### src/frontEndPkg.sv
//########################################
// Shared sizing, opcode and packet types for the front end
// Every front end module wildcard imports this package
// Decoded packets travel as one 72-bit packed struct
//########################################

package frontEndPkg;

  //########################################
  // Sizing
  //########################################
  localparam int INST_QUEUE     = 32;                       // Buffer entries
  localparam int INST_QUEUE_LOG = 5;                        // Pointer width
  localparam int CNT_W          = INST_QUEUE_LOG + 1;       // Occupancy counter width
  localparam int FETCH_WIDTH    = 8;                        // Slots per fetch bundle
  localparam int DISPATCH_WIDTH = 4;                        // Dispatch group size
  localparam int PC_W           = 32;                       // Program counter width
  localparam int INST_W         = 32;                       // Raw instruction word
  localparam int IMM_W          = 20;                       // Decoded immediate width
  localparam int BRANCH_CNT_W   = 3;                        // Holds 0..DISPATCH_WIDTH
  localparam int STALL_LIMIT    = INST_QUEUE - FETCH_WIDTH; // Count above this stalls fetch

  //########################################
  // Opcodes
  //########################################
  // Field codes 10..15 decode to opNop
  typedef enum logic [3:0] {
    opAdd   = 4'd0,
    opSub   = 4'd1,
    opAnd   = 4'd2,
    opOr    = 4'd3,
    opLoad  = 4'd4,
    opStore = 4'd5,
    opBeq   = 4'd6,
    opBne   = 4'd7,
    opJal   = 4'd8,
    opNop   = 4'd9
  } opcodeE;

  //########################################
  // Decoded packet
  //########################################
  // Raw word layout
  //   31:28 opcode, 27:23 rd, 22:18 rs1, 17:13 rs2, 11:0 imm
  typedef struct packed {
    logic [PC_W-1:0]  pc;       // Slot pc, base plus 4*k
    opcodeE           opcode;   // Mapped opcode
    logic [4:0]       rd;       // Destination reg
    logic [4:0]       rs1;      // Source 1
    logic [4:0]       rs2;      // Source 2
    logic [IMM_W-1:0] imm;      // Sign extended from 12 bits
    logic             isBranch; // Beq, bne or jal
  } decodedPktT;

endpackage

### src/dispatchBundle.sv
//########################################
// Output register of the front end
// Captures a four-packet group and its branch count on each fire
// dispatchValid_o is high for one cycle after every fire
//########################################

`timescale 1ns/10ps

module dispatchBundle import frontEndPkg::*; (
  input  logic                              clk,
  input  logic                              rstN_i,
  input  logic                              flush_i,        // Kill pending group
  input  logic                              dispatchFire_i, // Head group leaves
  input  decodedPktT [DISPATCH_WIDTH-1:0]   rdPkts_i,       // Head group
  output decodedPktT [DISPATCH_WIDTH-1:0]   dispatchPkts_o, // Slot 0 oldest
  output logic                              dispatchValid_o,
  output logic [BRANCH_CNT_W-1:0]           branchCount_o
);

  logic [BRANCH_CNT_W-1:0] groupBranches; // Branches in the head group

  always_comb begin
    groupBranches = '0;
    for (int j = 0; j < DISPATCH_WIDTH; j++) begin
      groupBranches = groupBranches + BRANCH_CNT_W'(rdPkts_i[j].isBranch);
    end
  end

  //########################################
  // Group register
  //########################################
  always_ff @(posedge clk) begin
    if (dispatchFire_i) begin
      dispatchPkts_o <= rdPkts_i;      // Payload holds between fires
      branchCount_o  <= groupBranches;
    end
  end

  always_ff @(posedge clk or negedge rstN_i) begin
    if (!rstN_i) begin
      dispatchValid_o <= 1'b0;
    end else if (flush_i) begin
      dispatchValid_o <= 1'b0;         // Group at flush edge is dropped
    end else begin
      dispatchValid_o <= dispatchFire_i;
    end
  end

endmodule

### config.mk
export PLATFORM = sky130hd
export DESIGN_NAME = dispatchBundle
export DESIGN_NICKNAME = d
export VERILOG_FILES = /design/src/frontEndPkg.sv /design/src/dispatchBundle.sv
export SDC_FILE = /design/constraint.sdc
export NUM_CORES = 1
export LEC_CHECK = 0
export BUFFER_PORTS_ARGS = -buffer_cell sky130_fd_sc_hd__buf_4
export CORE_AREA = 2 2 230 232
export CTS_CLUSTER_DIAMETER = 60
export DETAILED_ROUTE_END_ITERATION = 10
export DIE_AREA = 0 0 232 234
export SLEW_MARGIN = 20
export SYNTH_ARGS = -nofsm -noshare
export SYNTH_HDL_FRONTEND = slang
export SYNTH_SLANG_ARGS = --single-unit
### constraint.sdc
create_clock -name clk -period 0.8 [get_ports clk]
set_clock_uncertainty 0.15 [all_clocks]
set_input_delay 0.04 -clock clk [delete_from_list [all_inputs] [get_ports clk]]
set_output_delay 0.04 -clock clk [all_outputs]
set_load 0.005 [all_outputs]
# ---- Word level (Yosys, flattened, before mapping)
# Cells that the tools add are included.
dict set report totals {
  n_memories 0
  latch_bits 0
  rom_bits 0
  ram_bits 0
  register_bits 292
  word_cells 34
}
dict set report op_classes {
  div_mod_pow 0
  muxes 1
  add_sub_neg 3
  bitwise 0
  n_reduce_logical 0
  n_shift 0
  multipliers 0
  eq_ne 0
  n_lt_le_gt_ge 0
}
# op n
set ops {}
lappend ops {{$add A2 B1 Y3} 1}
lappend ops {{$add A3 B1 Y3} 1}
lappend ops {{$add A1 B1 Y2} 1}
lappend ops {{$mux W1} 1}

# ---- Depth between registers and ports, before layout
dict set report depth {
  ltp_word 3
  ltp_mapped 5
  mapped_depth_nobuf 5
}

# ---- Worst setup path after synthesis
# Ideal clock, no wire load.
dict set report synth_timing {
  kind {input to register}
  from {input port rdPkts_i[0] (netlist bit)}
  to {register branchCount_o[1] (data pin)}
  t_arrival_ns 1.047
  path_stages 5
  setup_ns 0.261
  slack_ns -0.658
  t_required_ns 0.389
  n_path_buf 0
  path_cell_list {inv_1 -> fa_1 -> inv_1 -> ha_1 -> ha_1}
}
dict set report synth_via {
  elab_chain_cells 3
}
# element line_no
set synth_rtl {}
lappend synth_rtl {{start, declared} dispatchBundle.sv:14} ;# input decodedPktT [DISPATCH_WIDTH-1:0] rdPkts_i,
lappend synth_rtl {{$add A1 B1 Y2} dispatchBundle.sv:25} ;# groupBranches = groupBranches + BRANCH_CNT_W'(rdPkts_i[j].isBranch);
lappend synth_rtl {{$add A2 B1 Y3} dispatchBundle.sv:25}
lappend synth_rtl {{$add A3 B1 Y3} dispatchBundle.sv:25}
lappend synth_rtl {{net groupBranches[1]} dispatchBundle.sv:20} ;# logic [BRANCH_CNT_W-1:0] groupBranches;
lappend synth_rtl {{end signal, assigned} dispatchBundle.sv:35} ;# branchCount_o <= groupBranches;
lappend synth_rtl {{end, declared} dispatchBundle.sv:17} ;# output logic [BRANCH_CNT_W-1:0] branchCount_o
# The timed path passes the listed nets, and every way through them passes these cells.
# A chain may end at the register's enable or synchronous reset.

# ---- Worst setup path after layout
dict set report layout_timing {
  from {register branchCount_o[2]}
  to {output port branchCount_o[2]}
}
# No word-level cell between the ends.

==> flow_summary.yaml <==
status:
  outcome: "complete, but fails checks"
  violations: "hold timing, setup timing"
yosys:
  synth_area_leader_cell: "edfxtp_1"
  synth_flop_cell: "edfxtp_1"
  synth_top_area_share_pct: 98.8
  ys_types: 6
  synth_edf_count: 291
  yosysMostFrequentCell: "edfxtp_1"
  synth.cell_area_um2: 8840
  synth.area.top_cells: "edfxtp_1 (99%), dfrtp_1 (0.28%), ha_1 (0.28%)"
  ys_warn_count: 0
  syn-num-nets: 596
  ys_seq_area_share_pct: 99.1
  async_flop_share_pct: 0.342
  synth_common_cells: "edfxtp_1 (291), inv_1 (5), ha_1 (2)"
  ys_ff_latch: 292
  syn_area_per_cell_um2: 29.4
  synthCells: 301
timing:
  rsz0062_at_grt: "true"
  period_share_pct: 168
  finalHoldViolations: 142
  slew_headroom_pct: 78.8
  fin_crit_ns: 1.34
  finalSetupViolCount: 295
  whs_ns: -0.229
  drv_slew: 0
  max_freq_mhz: 745
  setup_slack_ns: -0.542
  tightest_slew_ns: 0.318
power:
  peakVddDrop_uv: 1530
  p_leak_uw: 0.00792
  comb_power_share_pct: 13.2
  power_frac_clock_pct: 40.8
  p_sw_share_pct: 21.1
  p_int_uw: 32100
  powerDensity_nw_per_um2: 2130
  seq_power_share_pct: 46.0
  p_switching_uw: 8620
critical_path:
  cpLargestDelayFamily: "flip-flops"
  cp-start-kind: "flip-flop"
  required_ns: 0.61
  slowest_stage: "edfxtp_1"
  arrival_ns: 1.15
  crit_path_max_fanout: 1
  crit_chain: "buf_6"
  path_buf_inv: 1
  path_class: "reg -> out"
  endpoint_kind: "output pin"
  slowest_delay_ns: 0.46
global_route:
  gr-usage-all-layers_pct: 10.8
  grt_pass1_wl_um: 43400
  grt_antenna_before_repair: 3
  grt_pass1_vias: 7386
  grt_max_degree: 25
  overflow: 0
drt:
  drt_wl_total_um: 32600
  routedWlPerCell_um: 16.6
  drt-initial-drc-count: 273
  vias: 6842
  viasPerCell: 3.49
  drc: 0
  antenna_left: 0
  first_pass_iters: 4
flow_run:
  cap_violations: 0
clock_network:
  clock_sinks: 292
  h-tree-depth: 2
  tritoncts: "yes"
  clkSlewWorstSetupHoldPaths_ns: 0.06
  cts_root_buf: "clkbuf_16"
  cts.path.max_buffers: 3
  cts_made_buffers: 36
  cts_setup_buffers: 0
place:
  dp.final_hpwl_um: 22700
  port_buffers: 583
  place_congestion: 0.766
  placed_cell_area_um2: 14400
floorplanning:
  chipWidth_um: 232
  core_um2: 52000
  initial_utilization_pct: 17.0
  dieArea_um2: 54300
  dieHeight_um: 234
  io_pins: 584
  rows: 84
layout:
  fillers: 4747
  nets: 1541
  multiInputGateArea_um2: 83.8
  seq_area_um2: 8760
  syn_to_final_growth_pct: 117
  final_cell_area_um2: 19200
  drive_gt1_share_pct: 53.6
hold_path:
  min_path_type: "in -> reg"
-- flip-flops by register name (all words and copies together) (netlist names) --
signal           count
branchCount_o        3
dispatchPkts_o     288
dispatchValid_o      1
-- what timing repair did --
| action | in CTS | in global routing |
|---|---|---|
| resized for setup | 85 | 70 |
| setup endpoints to repair | 295 | 295 |
| endpoints found under the hold margin | 584 | 275 |
| pin swaps | 2 | 0 |
| hold buffers | 291 | 1 |
| cloned | 0 | 0 |
-- logic make-up (layout without fill, tap and decap cells) --
family | Yosys count | in the layout | share of synthesized area [%]
buffers and inverters | 5 | 976 | 0.212
AND/OR/NAND/NOR | 1 | 1 | 0.156
flip-flops | 292 | 292 | 99.1
other | 0 | 2 | 0
adder cells (fa/ha/maj) | 3 | 3 | 0.509
-- routing by layer --
| metal | share of wire [%] | vias up | track usage [%] | wire length [µm] |
|---|---|---|---|---|
| li1 | - | 3120 | - | - |
| met1 | 35 | 3315 | 11.3 | 11500 |
| met2 | 52 | 358 | 19.2 | 17100 |
| met3 | 9.6 | 47 | 4.45 | 3140 |
| met4 | 2.6 | 2 | 4.31 | 862 |
| met5 | 0.040 | - | 0 | 13 |
-- metrics by stage --
stage	worst slack, ns	total power, µW	util (%)	cells	setup TNS [ns]
final	-0.542	40800	36.8	1962	-126.60
after floorplan	-0.602	19000	-	301	-1.56
after CTS	-0.592	41000	36.3	1960	-140.66
after global placement	-0.787	22700	27.8	1605	-51.04
after detailed placement	-0.781	22800	27.8	1605	-52.95
after global routing	-0.593	42300	36.8	1962	-144.59
-- placed cells by master, fill, tap and decap left out, types with 2 or more instances in the layout --
cell | Yosys | final
ha_4 | 0 | 2
buf_12 | 0 | 8
clkinvlp_4 | 0 | 2
edfxtp_1 | 291 | 291
inv_8 | 0 | 2
dlygate4sd3_1 | 0 | 291
buf_8 | 0 | 2
clkbuf_16 | 0 | 37
clkinv_2 | 0 | 8
bufinv_16 | 0 | 5
clkbuf_1 | 0 | 3
inv_6 | 0 | 4
inv_2 | 0 | 2
buf_4 | 0 | 459
diode_2 | 0 | 2
buf_6 | 0 | 147
clkinv_1 | 0 | 2
-- path summary, 6_finish.rpt --
kind	start	endpoint	slack (ns)	cells past startpoint
worst max-delay path	branchCount_o[2]	branchCount_o[2]	-0.54	1
worst min-delay path	dispatchFire_i	branchCount_o[1]	-0.23	2
max in group asynchronous	rstN_i	dispatchValid_o	0.17	3
min in group asynchronous	rstN_i	dispatchValid_o	0.22	3
-- layout make-up --
type	instances	share of cell area (%)
diodes	2	0.0261
clock buffers	41	4.96
clock inverters	23	1.40
inverters	5	0.150
multi-input cells	4	0.437
flip-flops and latches	292	45.7
well taps	688	4.49
repair buffers	907	42.8
-- power by group through the flow --
stage          sequential, µW  clock [µW]  combinational, µW
6_report                18800       16600               5370
5_1_grt                 18800       17700               5700
4_1_cts                 18700       17100               5220
3_5_place_dp            18900           0               3820
3_3_place_gp            18900           0               3780
2_1_floorplan           19000           0               32.2
(Power assumes the default switching activity.)
