### config.mk
export PLATFORM = sky130hd
export DESIGN_NAME = instDecoder
export DESIGN_NICKNAME = d
export VERILOG_FILES = /design/src/frontEndPkg.sv /design/src/instDecoder.sv
export SDC_FILE = /design/constraint.sdc
export NUM_CORES = 1
export LEC_CHECK = 0
export BUFFER_PORTS_ARGS = -buffer_cell sky130_fd_sc_hd__buf_2
export CAP_MARGIN = 25
export CORE_AREA = 2 2 345 347
export CTS_BUF_LIST = sky130_fd_sc_hd__clkbuf_16
export DETAILED_ROUTE_END_ITERATION = 12
export DIE_AREA = 0 0 347 349
export PLACE_DENSITY = 0.35
export SLEW_MARGIN = 10
export SYNTH_ARGS = -nofsm -noshare
export SYNTH_HDL_FRONTEND = slang
export SYNTH_SLANG_ARGS = --single-unit
### constraint.sdc
create_clock -name clk -period 1.2 [get_ports clk]
set_input_delay 0.3 -clock clk [delete_from_list [all_inputs] [get_ports clk]]
set_output_delay 0.3 -clock clk [all_outputs]
set_load 0.03 [all_outputs]
### src/frontEndPkg.sv
//########################################
// Shared sizing, opcode and packet types for the front end
// Every front end module wildcard imports this package
// Decoded packets travel as one 72-bit packed struct
//########################################

package frontEndPkg;

  //########################################
  // Sizing
  //########################################
  localparam int INST_QUEUE     = 32;                       // Buffer entries
  localparam int INST_QUEUE_LOG = 5;                        // Pointer width
  localparam int CNT_W          = INST_QUEUE_LOG + 1;       // Occupancy counter width
  localparam int FETCH_WIDTH    = 8;                        // Slots per fetch bundle
  localparam int DISPATCH_WIDTH = 4;                        // Dispatch group size
  localparam int PC_W           = 32;                       // Program counter width
  localparam int INST_W         = 32;                       // Raw instruction word
  localparam int IMM_W          = 20;                       // Decoded immediate width
  localparam int BRANCH_CNT_W   = 3;                        // Holds 0..DISPATCH_WIDTH
  localparam int STALL_LIMIT    = INST_QUEUE - FETCH_WIDTH; // Count above this stalls fetch

  //########################################
  // Opcodes
  //########################################
  // Field codes 10..15 decode to opNop
  typedef enum logic [3:0] {
    opAdd   = 4'd0,
    opSub   = 4'd1,
    opAnd   = 4'd2,
    opOr    = 4'd3,
    opLoad  = 4'd4,
    opStore = 4'd5,
    opBeq   = 4'd6,
    opBne   = 4'd7,
    opJal   = 4'd8,
    opNop   = 4'd9
  } opcodeE;

  //########################################
  // Decoded packet
  //########################################
  // Raw word layout
  //   31:28 opcode, 27:23 rd, 22:18 rs1, 17:13 rs2, 11:0 imm
  typedef struct packed {
    logic [PC_W-1:0]  pc;       // Slot pc, base plus 4*k
    opcodeE           opcode;   // Mapped opcode
    logic [4:0]       rd;       // Destination reg
    logic [4:0]       rs1;      // Source 1
    logic [4:0]       rs2;      // Source 2
    logic [IMM_W-1:0] imm;      // Sign extended from 12 bits
    logic             isBranch; // Beq, bne or jal
  } decodedPktT;

endpackage

### src/instDecoder.sv
//########################################
// Registered decode stage of the front end
// Turns a fetch bundle of eight raw words into decoded packets
// Loads on every edge with the fetch stall low, holds otherwise
// A flush drops the held valid vector
//########################################

`timescale 1ns/10ps

module instDecoder import frontEndPkg::*; (
  input  logic                                clk,
  input  logic                                rstN_i,
  input  logic                                flush_i,       // Drop held bundle
  input  logic                                stallFetch_i,  // Buffer near full
  input  logic [FETCH_WIDTH-1:0][INST_W-1:0] fetchWords_i,  // Raw words, slot 0 first
  input  logic [FETCH_WIDTH-1:0]              fetchValid_i,  // Slot valid bits
  input  logic [PC_W-1:0]                     fetchPc_i,     // Pc of slot 0
  output decodedPktT [FETCH_WIDTH-1:0]        decPkts_o,     // Held packets
  output logic [FETCH_WIDTH-1:0]              decValid_o     // Held valid vector
);

  decodedPktT [FETCH_WIDTH-1:0] decNext; // Combinational decode of the inputs

  //########################################
  // Field extraction
  //########################################
  function automatic decodedPktT decodeWord(input logic [INST_W-1:0] word,
                                            input logic [PC_W-1:0]   slotPc);
    decodedPktT pkt;
    logic [3:0] opField;
    opField = word[31:28];
    pkt.pc  = slotPc;
    if (opField > 4'd9) begin
      pkt.opcode = opNop;                             // Unused codes
    end else begin
      pkt.opcode = opcodeE'(opField);
    end
    pkt.rd       = word[27:23];
    pkt.rs1      = word[22:18];
    pkt.rs2      = word[17:13];
    pkt.imm      = {{(IMM_W-12){word[11]}}, word[11:0]}; // Sign extend
    pkt.isBranch = (pkt.opcode == opBeq) || (pkt.opcode == opBne) ||
                   (pkt.opcode == opJal);
    return pkt;
  endfunction

  always_comb begin
    for (int k = 0; k < FETCH_WIDTH; k++) begin
      decNext[k] = decodeWord(fetchWords_i[k], fetchPc_i + PC_W'(4 * k)); // 4 bytes per slot
    end
  end

  //########################################
  // Decode register
  //########################################
  // Payload only moves on accepted edges
  always_ff @(posedge clk) begin
    if (!stallFetch_i) begin
      decPkts_o <= decNext;
    end
  end

  // Valid vector is control state
  always_ff @(posedge clk or negedge rstN_i) begin
    if (!rstN_i) begin
      decValid_o <= '0;
    end else if (flush_i) begin
      decValid_o <= '0;             // Held and incoming bundles both die
    end else if (!stallFetch_i) begin
      decValid_o <= fetchValid_i;   // Empty bundle simply loads zeros
    end
  end

endmodule

# ---- Word level (Yosys, flattened, before mapping)
# Cells that the tools add are included.
dict set report classes {
  addsub 7
  magnitude_cmp 8
  eq_ne 25
  muxes 10
  n_reduce_logical 16
}
# operator count
set ops {}
lappend ops {{$add A32 B5 Y32 const B} 4}
lappend ops {{$add A32 B4 Y32 const B} 2}
lappend ops {{$eq A4 B3 Y1 const B} 16}
lappend ops {{$add A32 B3 Y32 const B} 1}
lappend ops {{$eq A4 B4 Y1 const B} 8}
lappend ops {{$gt A4 B4 Y1 const B} 8}
lappend ops {{$mux W4} 8}
lappend ops {{$logic_or A1 B1 Y1} 16}
lappend ops {{$mux W8} 2}
lappend ops {{$ne A2 B2 Y1 const B} 1}
dict set report totals {
  reg_bits 520
  inputBits 300
  word_cells 123
}

# ---- Longest topological paths before layout
dict set report depth {
  depth_word 5
  mapped_depth 8
  depth_no_buf 6
}

# ---- Worst setup path before layout
# No wires, ideal clock.
dict set report synth_timing {
  path_type {input to register}
  startpoint {in stallFetch_i}
  endpoint {reg decPkts_o[0] in the netlist's numbering, enable pin}
  setup_ps 835
  arrival_ps 9981
  t_required_ps 365
  slack_ps -9617
  path_stages 2
  path_buffers 1
  cell_sequence {clkbuf_1 > inv_1}
}
# element line_no
set synth_lines {}
lappend synth_lines {{start, declared} instDecoder.sv:14} ;# input logic stallFetch_i,
lappend synth_lines {{end signal, assigned} instDecoder.sv:59} ;# decPkts_o <= decNext;
lappend synth_lines {{end, declared} instDecoder.sv:18} ;# output decodedPktT [FETCH_WIDTH-1:0] decPkts_o,
# No word-level cell between the ends.

# ---- Worst setup path in the final report
dict set report layout_timing {
  startpoint {reg, netlist name decPkts_o[228]}
  endpoint {out decPkts_o[230] in the netlist's numbering}
}
# No word-level cell between the ends.

==> impl_results.md <==
- RSZ-0062 raised after global routing: yes
- Design Area, Final: 0.0368 mm2
- Synth unique cells: 34
- Hold_sp: fetchWords_i[125]
- Pin count of the biggest net entering global routing: 47
- Synthesis-stage register bit count: 496
- Main synth FF type: edfxtp_1
- Cell family with the largest share of critical-path delay: flip-flops
- Final setup fails: 586
- Worst Tran Pin Value: 0.365 ns
- I/O pins: 884
- Register area share after synthesis: 0.767
- Reg2Reg Depth: 3
- GRT Util Overall: 0.150
- CORE AREA: 0.117 mm2
- Worst Clk Skew: 0 ns
- Wirelength per Cell: 23.0 um
- Clock buffer depth: 3
- Starting Density: 0.165
- CTS tree: built
- Initial antenna violation count: 29
- Fin nets: 2799
- Post-route DRC: 0
- GP Congestion: 0.840
- Cell Area, Placed: 0.0276 mm2
- Reg2Reg Capture Point: decValid_o[2]
- Setup_tns: -177.14 ns
- HPWL after DPL: 75.5 mm
- Status: finished, violations left
- First-pass GRT wire length: 127 mm
- Worst path bufs/invs: 2
- Vias in the first global route: 16161
- Worst path required time: 0.90 ns
- Failing checks: negative setup slack
- CP cell instances: buf_4 > buf_6
- Reg2reg start: decValid_o[2]
- Final wirelength: 93.8 mm
- Synthesized Nets: 1471
- Startpoint Class: register
- Critical path class: reg2out
- Critical path depth: 2
- Die Span X: 347 um
- Max Slew Vio Count: 0
- Synth warnings: 0
- EDFF count, synth: 488
- # H-tree levels: 3
- Clk sinks: 496
- Vias: 14753
- Port Buf Inserts: 875
- Clk pin slew, worst setup/hold paths: 0.06 ns
- Tmin final: 1.69 ns
- Synth area leader: edfxtp_1
- Total gr overflow: 0
- Worst hold endpoint: decPkts_o[252]
- Skew-Pair Late Insertion Delay: 0.62 ns
- Overall Power: 53.4 mW
- Largest cells by area after synthesis: edfxtp_1, xnor2_1, buf_4
- Cell count after placement: 3665
- Syn-to-layout area delta: 89.8%
- Cell area after synthesis: 0.0194 mm2
- Row cnt: 126
- VDD IR max: 0.846 mV
- Post-synth top area share: 0.757
- Fmax achieved: 593 MHz
- Finished Layout Cells: 4084
- Die area: 0.121 mm2
- DRT iter0 DRCs: 581
- CP max FO: 3
- Worst hold path cell count: 3
- Final period util: 1.40
- Critical path endpoint category: output pin
- Leakage power: 14.8 nW
- Worst setup margin: -0.486 ns
- Reg2reg setup slack: 0.35 ns
- Most common cell after layout, fill and taps aside: buf_6
- CP max stage delay: 0.45 ns
- Layout cells sized above 1: 0.530
- Async S/R FF share, synth: 0.0161
- Remaining antenna violation count: 0
- CTS Root Cell: clkbuf_16
- DR pass1 iterations: 5
- CTS Buf Count: 68
- Crit path DAT: 1.39 ns
- Cell Pwr Density: 1450 mW/mm2
- Vias per cell: 3.61
- Rel. slew slack: 0.755
- Number of cells produced by synthesis: 1162
- Final hold violation count: 0
- Mapped Avg Cell Area: 16.7 um2
- Most frequent cells in the layout: buf_6, edfxtp_1, buf_2, dlygate4sd3_1, buf_4
- Reported max-cap violation count: 0
- Worst path slowest cell: edfxtp_1
- Die Y: 349 um
- Hold Crit Class: in2reg
==> routing by layer <==
| layer | up-vias | part of all wire | GRT usage |
|---|---|---|---|
| met5 | - | 0.00038 | 0 |
| met3 | 135 | 0.091 | 0.0607 |
| met4 | 6 | 0.023 | 0.0429 |
| met1 | 7239 | 0.36 | 0.155 |
| li1 | 6774 | - | - |
| met2 | 599 | 0.53 | 0.275 |
==> through the flow <==
step | hold WS (ns) | util | setup slack (ns)
6_report | 0.0605 | 0.313 | -0.486
3_5_place_dp | 0.153 | 0.235 | -1.03
5_1_grt | 0.0367 | 0.313 | -0.539
4_1_cts | 0.00754 | 0.309 | -0.528
2_1_floorplan | 0.00441 | - | -6.97
3_3_place_gp | 0.147 | 0.235 | -1.00
==> flip-flops by register name (all words and copies together) (netlist names) <==
register,flops
decPkts_o,488
decValid_o,8
==> final cells by class <==
class / count / area [um2]
fillers: 11775 / 80700
flip-flops and latches: 496 / 14900
repair buffers: 1398 / 13300
multi-input cells: 513 / 4300
well taps: 1536 / 1920
clock buffers: 69 / 1730
clock inverters: 52 / 583
inverters: 13 / 67.6
diodes: 7 / 17.5
==> kinds of logic (layout without fill, tap and decap cells) <==
| logic type | after synthesis | in the layout | synth area share |
|---|---|---|---|
| xor gates and xnor gates | 190 | 190 | 0.0859 |
| and+or+nand+nor | 284 | 284 | 0.0802 |
| DFF | 496 | 496 | 0.767 |
| muxes | 8 | 8 | 0.00413 |
| other | 0 | 7 | 0 |
| buffers and inverters | 153 | 1532 | 0.0501 |
| AOI/OAI and AO/OA | 22 | 22 | 0.00698 |
| adders and majority gates | 9 | 9 | 0.00581 |
==> power by group <==
part | leakage [nW] | switching (mW) | total, mW | internal, mW
Sequential | 4.88 | 0.842 | 21.5 | 20.7
Clock | 1.16 | 8.29 | 21.0 | 12.7
Combinational | 8.79 | 6.17 | 10.9 | 4.76
Total | 14.8 | 15.3 | 53.4 | 38.1
==> how the worst max path moves through the flow <==
stage	startpoint	end
final	decPkts_o[228]	decPkts_o[230]
after global routing	decPkts_o[228]	decPkts_o[230]
after floorplan	stallFetch_i	decPkts_o[0]
after detailed placement	fetchPc_i[8]	decPkts_o[122]
after CTS	decPkts_o[338]	decPkts_o[338]
after global placement	fetchPc_i[9]	decPkts_o[122]
==> worst min-delay path, stage by stage <==
cell and delay [ns]:
buf_2 0.10, o21ai_0 0.08, nand2b_1 0.08
==> cell usage after synthesis, drive strengths merged, types with 9 or more instances <==
cell type / number
xor2: 56
buf: 122
inv: 13
nand2: 93
clkbuf: 18
nor2: 49
nor2b: 17
edfxtp: 488
nand4: 26
ha: 9
nand3: 38
xnor2: 134
a21o: 9
nand2b: 13
nor4: 14
nor3: 22
==> repair_timing <==
item                                    CTS  global route
pin swaps                                 2            12
resized for setup                      1156            94
setup buffers                            16             9
endpoints found under the hold margin   277             1
hold buffers                            265             1
setup endpoints to repair               601           663
No activity file was read; power rests on OpenSTA's default activity.
