## config.mk

```make
export PLATFORM = sky130hd
export DESIGN_NAME = instBufferCtrl
export DESIGN_NICKNAME = d
export VERILOG_FILES = /design/src/frontEndPkg.sv /design/src/instBufferCtrl.sv
export SDC_FILE = /design/constraint.sdc
export NUM_CORES = 1
export LEC_CHECK = 0
export BUFFER_PORTS_ARGS = -buffer_cell sky130_fd_sc_hd__buf_4
export CAP_MARGIN = 30
export CELL_PAD_IN_SITES_DETAIL_PLACEMENT = 1
export CELL_PAD_IN_SITES_GLOBAL_PLACEMENT = 1
export CORE_ASPECT_RATIO = 0.9
export CORE_MARGIN = 4
export CORE_UTILIZATION = 36
export DETAILED_ROUTE_END_ITERATION = 10
export GPL_TIMING_DRIVEN = 0
export PLACE_DENSITY = 0.83
export SYNTH_ARGS = -nofsm -noshare
export SYNTH_HDL_FRONTEND = slang
export SYNTH_SLANG_ARGS = --single-unit
```

## constraint.sdc

```tcl
create_clock -name clk -period 5.8 [get_ports clk]
set_clock_uncertainty 0.1 [all_clocks]
set_input_delay 0.58 -clock clk [delete_from_list [all_inputs] [get_ports clk]]
set_output_delay 0.58 -clock clk [all_outputs]
set_load 0.005 [all_outputs]
```

## src/frontEndPkg.sv

```systemverilog
//########################################
// Shared sizing, opcode and packet types for the front end
// Every front end module wildcard imports this package
// Decoded packets travel as one 72-bit packed struct
//########################################

package frontEndPkg;

  //########################################
  // Sizing
  //########################################
  localparam int INST_QUEUE     = 32;                       // Buffer entries
  localparam int INST_QUEUE_LOG = 5;                        // Pointer width
  localparam int CNT_W          = INST_QUEUE_LOG + 1;       // Occupancy counter width
  localparam int FETCH_WIDTH    = 8;                        // Slots per fetch bundle
  localparam int DISPATCH_WIDTH = 4;                        // Dispatch group size
  localparam int PC_W           = 32;                       // Program counter width
  localparam int INST_W         = 32;                       // Raw instruction word
  localparam int IMM_W          = 20;                       // Decoded immediate width
  localparam int BRANCH_CNT_W   = 3;                        // Holds 0..DISPATCH_WIDTH
  localparam int STALL_LIMIT    = INST_QUEUE - FETCH_WIDTH; // Count above this stalls fetch

  //########################################
  // Opcodes
  //########################################
  // Field codes 10..15 decode to opNop
  typedef enum logic [3:0] {
    opAdd   = 4'd0,
    opSub   = 4'd1,
    opAnd   = 4'd2,
    opOr    = 4'd3,
    opLoad  = 4'd4,
    opStore = 4'd5,
    opBeq   = 4'd6,
    opBne   = 4'd7,
    opJal   = 4'd8,
    opNop   = 4'd9
  } opcodeE;

  //########################################
  // Decoded packet
  //########################################
  // Raw word layout
  //   31:28 opcode, 27:23 rd, 22:18 rs1, 17:13 rs2, 11:0 imm
  typedef struct packed {
    logic [PC_W-1:0]  pc;       // Slot pc, base plus 4*k
    opcodeE           opcode;   // Mapped opcode
    logic [4:0]       rd;       // Destination reg
    logic [4:0]       rs1;      // Source 1
    logic [4:0]       rs2;      // Source 2
    logic [IMM_W-1:0] imm;      // Sign extended from 12 bits
    logic             isBranch; // Beq, bne or jal
  } decodedPktT;

endpackage

```

## src/instBufferCtrl.sv

```systemverilog
//########################################
// Pointer and counter control of the instruction buffer
// Compacts valid slots onto the tail, releases groups of four from the head
// Drives write and read addresses of the storage, fetch stall and dispatch fire
//########################################

`timescale 1ns/10ps

module instBufferCtrl import frontEndPkg::*; (
  input  logic                                          clk,
  input  logic                                          rstN_i,
  input  logic                                          flush_i,         // Empty the buffer
  input  logic                                          dispatchStall_i, // Back end busy
  input  logic [FETCH_WIDTH-1:0]                        decValid_i,      // From decode reg
  output logic [FETCH_WIDTH-1:0]                        wrEn_o,          // Per slot write
  output logic [FETCH_WIDTH-1:0][INST_QUEUE_LOG-1:0]    wrAddr_o,        // Compacted addrs
  output logic [DISPATCH_WIDTH-1:0][INST_QUEUE_LOG-1:0] rdAddr_o,        // Head group
  output logic                                          dispatchFire_o,  // Group leaves
  output logic                                          stallFetch_o     // Hold fetch
);

  logic [INST_QUEUE_LOG-1:0] headPtr;   // Oldest entry
  logic [INST_QUEUE_LOG-1:0] tailPtr;   // Next free entry
  logic [CNT_W-1:0]          instCount; // Waiting packets
  logic [CNT_W-1:0]          wrTotal;   // Packets written this edge
  logic [CNT_W-1:0]          nextCount;

  //########################################
  // Fetch stall and dispatch fire
  //########################################
  assign stallFetch_o   = (instCount > CNT_W'(STALL_LIMIT));    // No room for 8 more
  assign dispatchFire_o = (instCount >= CNT_W'(DISPATCH_WIDTH)) && !dispatchStall_i;

  // Held bundle only goes in on an accepted edge
  assign wrEn_o = decValid_i & {FETCH_WIDTH{~stallFetch_o}};

  //########################################
  // Compaction
  //########################################
  // Slot k lands at tail plus the valid slots below it
  always_comb begin : compactAddr
    logic [CNT_W-1:0] offset;
    offset = '0;
    for (int k = 0; k < FETCH_WIDTH; k++) begin
      wrAddr_o[k] = tailPtr + offset[INST_QUEUE_LOG-1:0]; // Wraps mod 32
      offset      = offset + CNT_W'(wrEn_o[k]);
    end
    wrTotal = offset;
  end

  always_comb begin
    for (int j = 0; j < DISPATCH_WIDTH; j++) begin
      rdAddr_o[j] = headPtr + INST_QUEUE_LOG'(j); // Slot 0 oldest
    end
  end

  assign nextCount = instCount + wrTotal - (dispatchFire_o ? CNT_W'(DISPATCH_WIDTH) : '0);

  //########################################
  // Pointer and count registers
  //########################################
  always_ff @(posedge clk or negedge rstN_i) begin
    if (!rstN_i) begin
      headPtr   <= '0;
      tailPtr   <= '0;
      instCount <= '0;
    end else if (flush_i) begin
      headPtr   <= '0;           // Whole queue discarded
      tailPtr   <= '0;
      instCount <= '0;
    end else begin
      tailPtr   <= tailPtr + wrTotal[INST_QUEUE_LOG-1:0];
      instCount <= nextCount;
      if (dispatchFire_o) begin
        headPtr <= headPtr + INST_QUEUE_LOG'(DISPATCH_WIDTH);
      end
    end
  end

  //########################################
  // Checks
  //########################################
  // Stall threshold must keep a full bundle from overrunning the queue
  aCountBound: assert property (@(posedge clk) disable iff (!rstN_i)
    instCount <= CNT_W'(INST_QUEUE))
    else $error("instBufferCtrl count overflow %0d", instCount);

  // A stalled edge adds nothing to the queue
  aNoWriteInStall: assert property (@(posedge clk) disable iff (!rstN_i)
    (stallFetch_o && !flush_i) |=>
      ((tailPtr == $past(tailPtr)) && (instCount <= $past(instCount))))
    else $error("instBufferCtrl write while fetch stalled");

  // A group only leaves once four packets sit between head and tail
  aFireNeedsGroup: assert property (@(posedge clk) disable iff (!rstN_i)
    dispatchFire_o |-> (((tailPtr - headPtr) >= INST_QUEUE_LOG'(DISPATCH_WIDTH)) ||
                        (instCount == CNT_W'(INST_QUEUE))))
    else $error("instBufferCtrl fire with count %0d", instCount);

endmodule

```

After elaboration in Yosys (flattened, before gate mapping) --
Index checks and enable logic that the tools add are counted.
Word-level totals: output and inout bits 70, logic and storage cells 36, flip-flop bits (word level) 16, bits of input ports 12
Cells by class: bitwise operators 2, reductions and logical operators 3, add/sub/neg operators 21, mux-type cells 5, magnitude comparators 2
Operator list (number):
- $add A5 B5 Y5 | 4
- $mux W5 | 3
- $add A6 B1 Y6 | 2
- $add A5 B2 Y5 const B | 2
- $and A8 B8 Y8 | 1
- $add A5 B1 Y6 | 1
- $add A6 B6 Y6 | 1
- $ge A6 B3 Y1 const B | 1
- $gt A6 B5 Y1 const B | 1
- $mux W6 | 1
- $sub A6 B3 Y6 | 1
- $add A4 B1 Y5 | 1
- $add A5 B1 Y5 | 1
- $add A5 B1 Y5 const B | 1
- $add A5 B2 Y5 | 1
- $add A5 B3 Y5 | 1
- $add A5 B3 Y5 const B | 1
- $add A5 B4 Y5 | 1
- $add A3 B1 Y4 | 1
- $add A2 B1 Y3 | 1
- $mux W3 | 1
- $add A1 B1 Y2 | 1
- $reduce_bool A2 Y1 | 1
- $logic_and A1 B1 Y1 | 1
- 2 further kinds | 2

Longest topological paths before layout --
Gate-level depths: netlist (run 1).
word-level depth 13, gate-level depth with buffers 25, mapped depth without buffers 23

Worst setup path after synthesis (run 1) --
OpenSTA, ideal clock, no wires.
path type register to register, start reg instCount[2], end reg tailPtr[4], cell stages (with the launch flop) 22, arrival time 5.580 ns, clock period less this slack 5.805 ns, required time 5.575 ns, setup slack -0.005 ns, path through dfrtp_1 -> o311a_1 -> nor2_1 -> clkbuf_1 -> and2_1 -> fa_1 -> ha_1 -> ha_1 -> ha_1 -> nand2_2 -> xnor2_2 -> xnor2_2 -> xor2_2 -> xor2_1 -> ha_1 -> a21o_1 -> a21oi_1 -> nor4b_1 -> a31oi_1 -> nor4bb_2 -> a21oi_1 -> mux2_4
RTL lines:
- from (decl) | line instBufferCtrl.sv:24 | logic [CNT_W-1:0] instCount;
- from (signal assigned) | line instBufferCtrl.sv:73 | instCount <= nextCount;
- $gt A6 B5 Y1 | line instBufferCtrl.sv:31 | assign stallFetch_o = (instCount > CNT_W'(STALL_LIMIT));
- $not A1 Y1 | line instBufferCtrl.sv:35 | assign wrEn_o = decValid_i & {FETCH_WIDTH{~stallFetch_o}};
- $and A8 B8 Y8 | line instBufferCtrl.sv:35
- named net wrEn_o[2] | line instBufferCtrl.sv:15 | output logic [FETCH_WIDTH-1:0] wrEn_o,
- $add A2 B1 Y3 | line instBufferCtrl.sv:46 | offset = offset + CNT_W'(wrEn_o[k]);
- $add A3 B1 Y4 | line instBufferCtrl.sv:46
- $add A4 B1 Y5 | line instBufferCtrl.sv:46
- $add A5 B1 Y6 | line instBufferCtrl.sv:46
- $add A6 B1 Y6 (2 in series) | line instBufferCtrl.sv:46
- $add A5 B5 Y5 | line instBufferCtrl.sv:72 | tailPtr <= tailPtr + wrTotal[INST_QUEUE_LOG-1:0];
- $mux W5 | line instBufferCtrl.sv:67 | end else if (flush_i) begin
- to (signal assigned) | line instBufferCtrl.sv:72
- to (decl) | line instBufferCtrl.sv:23 | logic [INST_QUEUE_LOG-1:0] tailPtr;
The timed path passes the listed nets, and every way through them passes these cells. A chain may end at the register's enable or synchronous reset.

Worst setup path after layout (run 1) --
start reg instCount[0], end reg tailPtr[4]
Between the ends: word-level cells in the longest chain between the ends 12
RTL lines (line):
- $gt A6 B5 Y1 * | instBufferCtrl.sv:31
- $not A1 Y1 * | instBufferCtrl.sv:35
- $and A8 B8 Y8 * | instBufferCtrl.sv:35
- $add A1 B1 Y2 | instBufferCtrl.sv:46
- $add A2 B1 Y3 | instBufferCtrl.sv:46
- $add A3 B1 Y4 | instBufferCtrl.sv:46
- $add A4 B1 Y5 | instBufferCtrl.sv:46
- $add A5 B1 Y6 | instBufferCtrl.sv:46
- $add A6 B1 Y6 | instBufferCtrl.sv:46
- $add A6 B1 Y6 * | instBufferCtrl.sv:46
- $add A5 B5 Y5 * | instBufferCtrl.sv:72
- $mux W5 * | instBufferCtrl.sv:67
Mark *: on every way between the ends. The rest lies on a longest branch, timed or not.

==> metrics.cfg, run 1 <==
[detailed_routing]
via_per_inst=5.09
vias=2551
firstDrtPassIters=4
wl_per_cell_um=16.7
drt-initial-drc-count=66
postRouteAntennaNets=0
drc=0
routed_wl_um=8350

[setup_path]
crit_type=flop to flop
critPathArrivalTime_ns=5.67
critPathMaxFanout=7
critPathRequiredTime_ns=5.83
cp-end-kind=flop
worstRegToRegCells=19
crit_path_start_kind=flop

[layout]
final_cell_area_um2=3940
fin_cells=501
syn_to_final_growth_pct=40.0
finalCoreUtilization=0.519
drive_gt1_frac=0.402
layout.nets=474
final_common_cell=buf_4
fillers=886
layout_common_cells=buf_4 (103), ha_1 (35), xnor2_1 (20), xor2_1 (20), nor2_1 (17)
diodes=0

[sta]
slew_headroom=0.377
fin_crit_sh=0.972
final-setup-viol-count=0
finalMaxSlewViolations=0
min_period_ns=5.64
fmax_ghz=0.177
hold_viol=0
worst_pin_slew_ns=0.935

[run_status]
status=finished clean

[place]
place_congestion=0.838
place_inst=483
dp_hpwl_um=6440
placed_area_um2=3520
portBuffers=73

[logic_synthesis]
ys_ff_latch=14
synthCells=308
yosysTopAreaCellShare=0.214
yosysUniqueCellTypes=60
synth_edf_count=0
synth.cell_area_um2=2810
yosysTopAreaCell=ha_1
synthArstFlopShare=1.00
synth_flop_cell=dfrtp_1
synthTopCellsByArea=ha_1 (21%), dfrtp_1 (12%), xnor2_1 (7.2%), xor2_1 (6.9%), fa_1 (5.7%)
yosysSeqAreaShare=0.125
synth_warnings=0
postSynthAreaPerCell_um2=9.12

[grt]
grt_max_degree=20
grtUsageTotal=0.184
grt_pass1_vias=2815
grt-ovfl-total=0
grt_pass1_wl_um=14000
antenna_found_initial=0

[clock_tree]
cts_hold_buf=0
cts.htree.levels=1
numCtsBuffers=3
cts-root-buf=clkbuf_8
clock-sinks=14
path_clk_slew_ns=0.06
clockBufferDepth=2
cts_tree=built
clk_latency_ns=0.25

[floorplan]
start_util=0.371
coreArea_um2=7580
die_h_um=91.8
rows=30
pin_count=82
die_x_um=101
die-area_um2=9290

[hold_path]
min_path_type=input port to asynchronous set/reset pin

[flow_run]
max-cap-violations=0

[metrics by stage]
stage	hold slack [ns]	setup WS (ns)	setup TNS, ns
5_1_grt	0.0754	-0.0111	-0.0111
2_1_floorplan	0.184	0.0341	0
3_3_place_gp	0.340	-0.897	-3.49
6_report	0.0723	0.164	0
3_5_place_dp	0.343	-1.11	-4.98
4_1_cts	0.0772	0.00809	0
[timing repair]
item | 4_1_cts | 5_1_grt
resized for setup | 26 | 21
buffers inserted | 9 | 5
pin swaps | 8 | 10
setup endpoints to repair | 13 | 4
[final cells by class]
type	count	area (um^2)	area share
Sequential cell	14	350	0.0890
Clock buffer	4	55.1	0.0140
Timing Repair Buffer	87	657	0.167
Multi-Input combinational cell	258	2490	0.633
Buffer	27	200	0.0509
Inverter	15	61.3	0.0156
Tap cell	96	120	0.0305
[logic make-up (layout without fill, tap and decap cells)]
kind of cell    after synthesis  after routing  share of synthesized area
simple gates                 85             85                      0.168
fa+ha+maj                    56             56                      0.271
compound gates               57             57                      0.160
flops                        14             14                      0.125
xor+xnor                     50             50                      0.176
mux                           2              2                    0.00890
buf+inv                      42            133                     0.0890
other cells                   2              8                    0.00267
[state kept, by name, indices dropped and copies added, names as in the netlist]
register	count
instCount	6
headPtr	3
tailPtr	5
[worst max-delay path, stage by stage, from the launching register on]
cell	delay (ns)
dfrtp_1	0.40
o311a_1	0.41
nor2_2	0.18
buf_8	0.14
and2_4	0.18
fa_2	0.48
ha_4	0.25
ha_4	0.30
ha_2	0.29
ha_2	0.35
ha_2	0.21
ha_2	0.30
fa_1	0.45
a21o_1	0.25
a21o_1	0.22
or4_1	0.42
nand2_2	0.10
nor4bb_4	0.05
and3b_1	0.19
mux2_4	0.25
[synth_stat cells, types with 4 or more instances]
library cell and count:
ha_1 48, xnor2_1 23, xor2_1 22, a21oi_1 18
nor2_1 18, buf_4 17, a21o_1 16, dfrtp_1 14
inv_1 14, nand2_1 14, and2_1 13, nand3_1 11
fa_1 8, clkbuf_1 6, nand2b_1 4
[worst paths after layout]
kind / startpoint / end / slack, ns
setup / recovery: instCount[0] / tailPtr[4] / 0.16
hold / removal: rstN_i / instCount[3] / 0.07
setup reg to reg: instCount[0] / tailPtr[4] / 0.16
hold reg to reg: headPtr[4] / headPtr[4] / 0.48
max in group asynchronous: rstN_i / tailPtr[1] / 5.35
min in group clk: flush_i / tailPtr[1] / 0.44
[per-layer routing]
| metal | track usage | vias to the layer above | wire (um) | share of wire |
|---|---|---|---|---|
| met5 | 0 | - | 0 | 0 |
| met4 | 0.0310 | 0 | 86 | 0.010 |
| met3 | 0.0259 | 8 | 400 | 0.048 |
| met2 | 0.332 | 79 | 4170 | 0.50 |
| met1 | 0.234 | 1225 | 3690 | 0.44 |
| li1 | - | 1239 | - | - |
Power of run 1 is not shown: default switching activity piles up to over one toggle a cycle in this logic, so the estimate is an artifact.
==> run 2: changes to the inputs <==
Settings changed: CORE_UTILIZATION 36 to 40, PLACE_DENSITY 0.83 to 0.88, SLEW_MARGIN from default to 20.
Clock period 5.8 ns to 6.25 ns, I/O delays scaled along.
==> run 2 against run 1 <==
  * Register-to-register slack gained 0.12 ns
  * Utilization up 3.4 points
  * Critical path depth decreased by 1
  * Worst hold slack better by 0.044 ns
==> metrics.cfg, run 2 (same netlist as run 1, synthesis figures left out) <==
[run_status]
status=finished clean

[clock_tree]
cts.htree.levels=1  ; unchanged
path_clk_slew_ns=0.06  ; about the same
numCtsBuffers=3  ; unchanged
cts_tree=built
cts_hold_buf=0  ; unchanged
clockBufferDepth=2  ; unchanged
cts-root-buf=clkbuf_8
clk_latency_ns=0.25  ; about the same
clock-sinks=14  ; unchanged

[floorplan]
coreArea_um2=6690  ; -12%
die_h_um=87.5  ; -4.7%
pin_count=82  ; unchanged
start_util=0.420  ; +0.0493
die_x_um=96.4  ; -4.7%
die-area_um2=8430  ; -9.2%
rows=28  ; -6.7%

[layout]
diodes=0  ; unchanged
layout.nets=468  ; -1.3%
layout_common_cells=buf_4 (98), ha_1 (44), xnor2_1 (22)
final_cell_area_um2=3700  ; -5.9%
fillers=799  ; -9.8%
final_common_cell=buf_4
reg_top3=instCount x6, tailPtr x5, headPtr x3
largest-register=instCount
syn_to_final_growth_pct=31.7
largest_register_ff_count=6  ; unchanged
finalCoreUtilization=0.553  ; +0.0343
drive_gt1_frac=0.344  ; -0.0582

[sta]
fmax_ghz=0.166
min_period_ns=6.01
slew_headroom=0.647  ; +0.271
worst_pin_slew_ns=0.529  ; -0.406 ns
hold_ws_ns=0.116  ; +0.0442 ns
hold_viol=0  ; unchanged
final-setup-viol-count=0  ; unchanged
fin_crit_sh=0.962
finalMaxSlewViolations=0  ; unchanged
fin_tns_setup_ns=0  ; unchanged

[place]
dp_hpwl_um=6890  ; +7.1%
portBuffers=73  ; unchanged
place_congestion=0.892  ; +6.5%
placed_area_um2=3490  ; -0.64%

[detailed_routing]
routed_wl_um=8890  ; +6.5%
vias=2557  ; +0.24%
via_per_inst=5.24  ; +2.9%
drt-initial-drc-count=74  ; +12%
wl_per_cell_um=18.2  ; +9.3%
firstDrtPassIters=4  ; unchanged
drc=0  ; unchanged
postRouteAntennaNets=0  ; unchanged

[setup_path]
critPathMaxFanout=10  ; +3
critPathArrivalTime_ns=5.29  ; -0.38 ns
crit_path_start_kind=flop
crit_type=flop to output pin
cp-end-kind=output pin
critPathRequiredTime_ns=5.52  ; -0.31 ns

[flow_run]
max-cap-violations=0  ; unchanged

[grt]
grt-ovfl-total=0  ; unchanged
grt_pass1_wl_um=13700  ; -2.7%
antenna_found_initial=0  ; unchanged
grtUsageTotal=0.207  ; +0.0225
grt_pass1_vias=2820  ; +0.18%
grt_max_degree=20  ; unchanged

[hold_path]
min_path_type=input port to asynchronous set/reset pin

run 2: changes by cell type in the layout (fill, tap and decap cells not counted), moves of 2 or more:
cell     delta
xnor2_1     +2
and2_4      -3
buf_4       -5
and2_1      +2
ha_1        +9
ha_4        -8
run 2: cell type report:
type	count	area, um^2	area share
Buffer	27	193	0.0520
Clock buffer	3	41.3	0.0112
Inverter	15	61.3	0.0166
Multi-Input combinational cell	258	2320	0.626
Sequential cell	14	350	0.0946
Tap cell	90	113	0.0304
Timing Repair Buffer	81	628	0.170
run 2: what timing repair did:
item / 4_1_cts / 5_1_grt
setup endpoints to repair: 6 / 3
resized for setup: 9 / 11
pin swaps: 2 / 4
setup buffers: 3 / 4
run 2: critical path, cell delays in order (launching register included):
cell and delay, ns:
dfrtp_1 0.41, o311a_1 0.41, nor2_1 0.17, buf_4 0.19, and2_4 0.19, fa_1 0.46, ha_1 0.33, ha_1 0.35
ha_1 0.34, ha_1 0.25, ha_2 0.26, xor2_2 0.20, buf_4 0.16, ha_1 0.32, a21o_1 0.20, a21oi_1 0.20
xor2_1 0.31, xnor2_1 0.17, buf_4 0.13
run 2: worst paths after layout:
kind,slack (ns),depth (start not counted),to,start
setup / recovery,0.24,18,wrAddr_o[39],instCount[2]
hold / removal,0.12,1,instCount[4],rstN_i
setup reg to reg,0.28,20,instCount[5],instCount[2]
hold reg to reg,0.56,2,headPtr[4],headPtr[4]
max in group asynchronous,5.76,1,headPtr[2],rstN_i
min in group clk,0.50,2,instCount[0],flush_i
run 2: layer usage:
metal	track usage	share of wire	vias to the layer above
met4	0.0522	0.014	0
li1	-	-	1228
met5	0	0	-
met1	0.235	0.41	1240
met2	0.402	0.53	77
met3	0.0259	0.045	12
run 2: metrics by stage:
step | instances | setup WS [ns]
after global routing | 488 | -0.0289
after floorplan | 314 | 0.445
after detailed placement | 477 | -0.605
after global placement | 477 | -0.349
final | 488 | 0.239
after CTS | 483 | 0.0154
Power of run 2 is left out for the same reason.
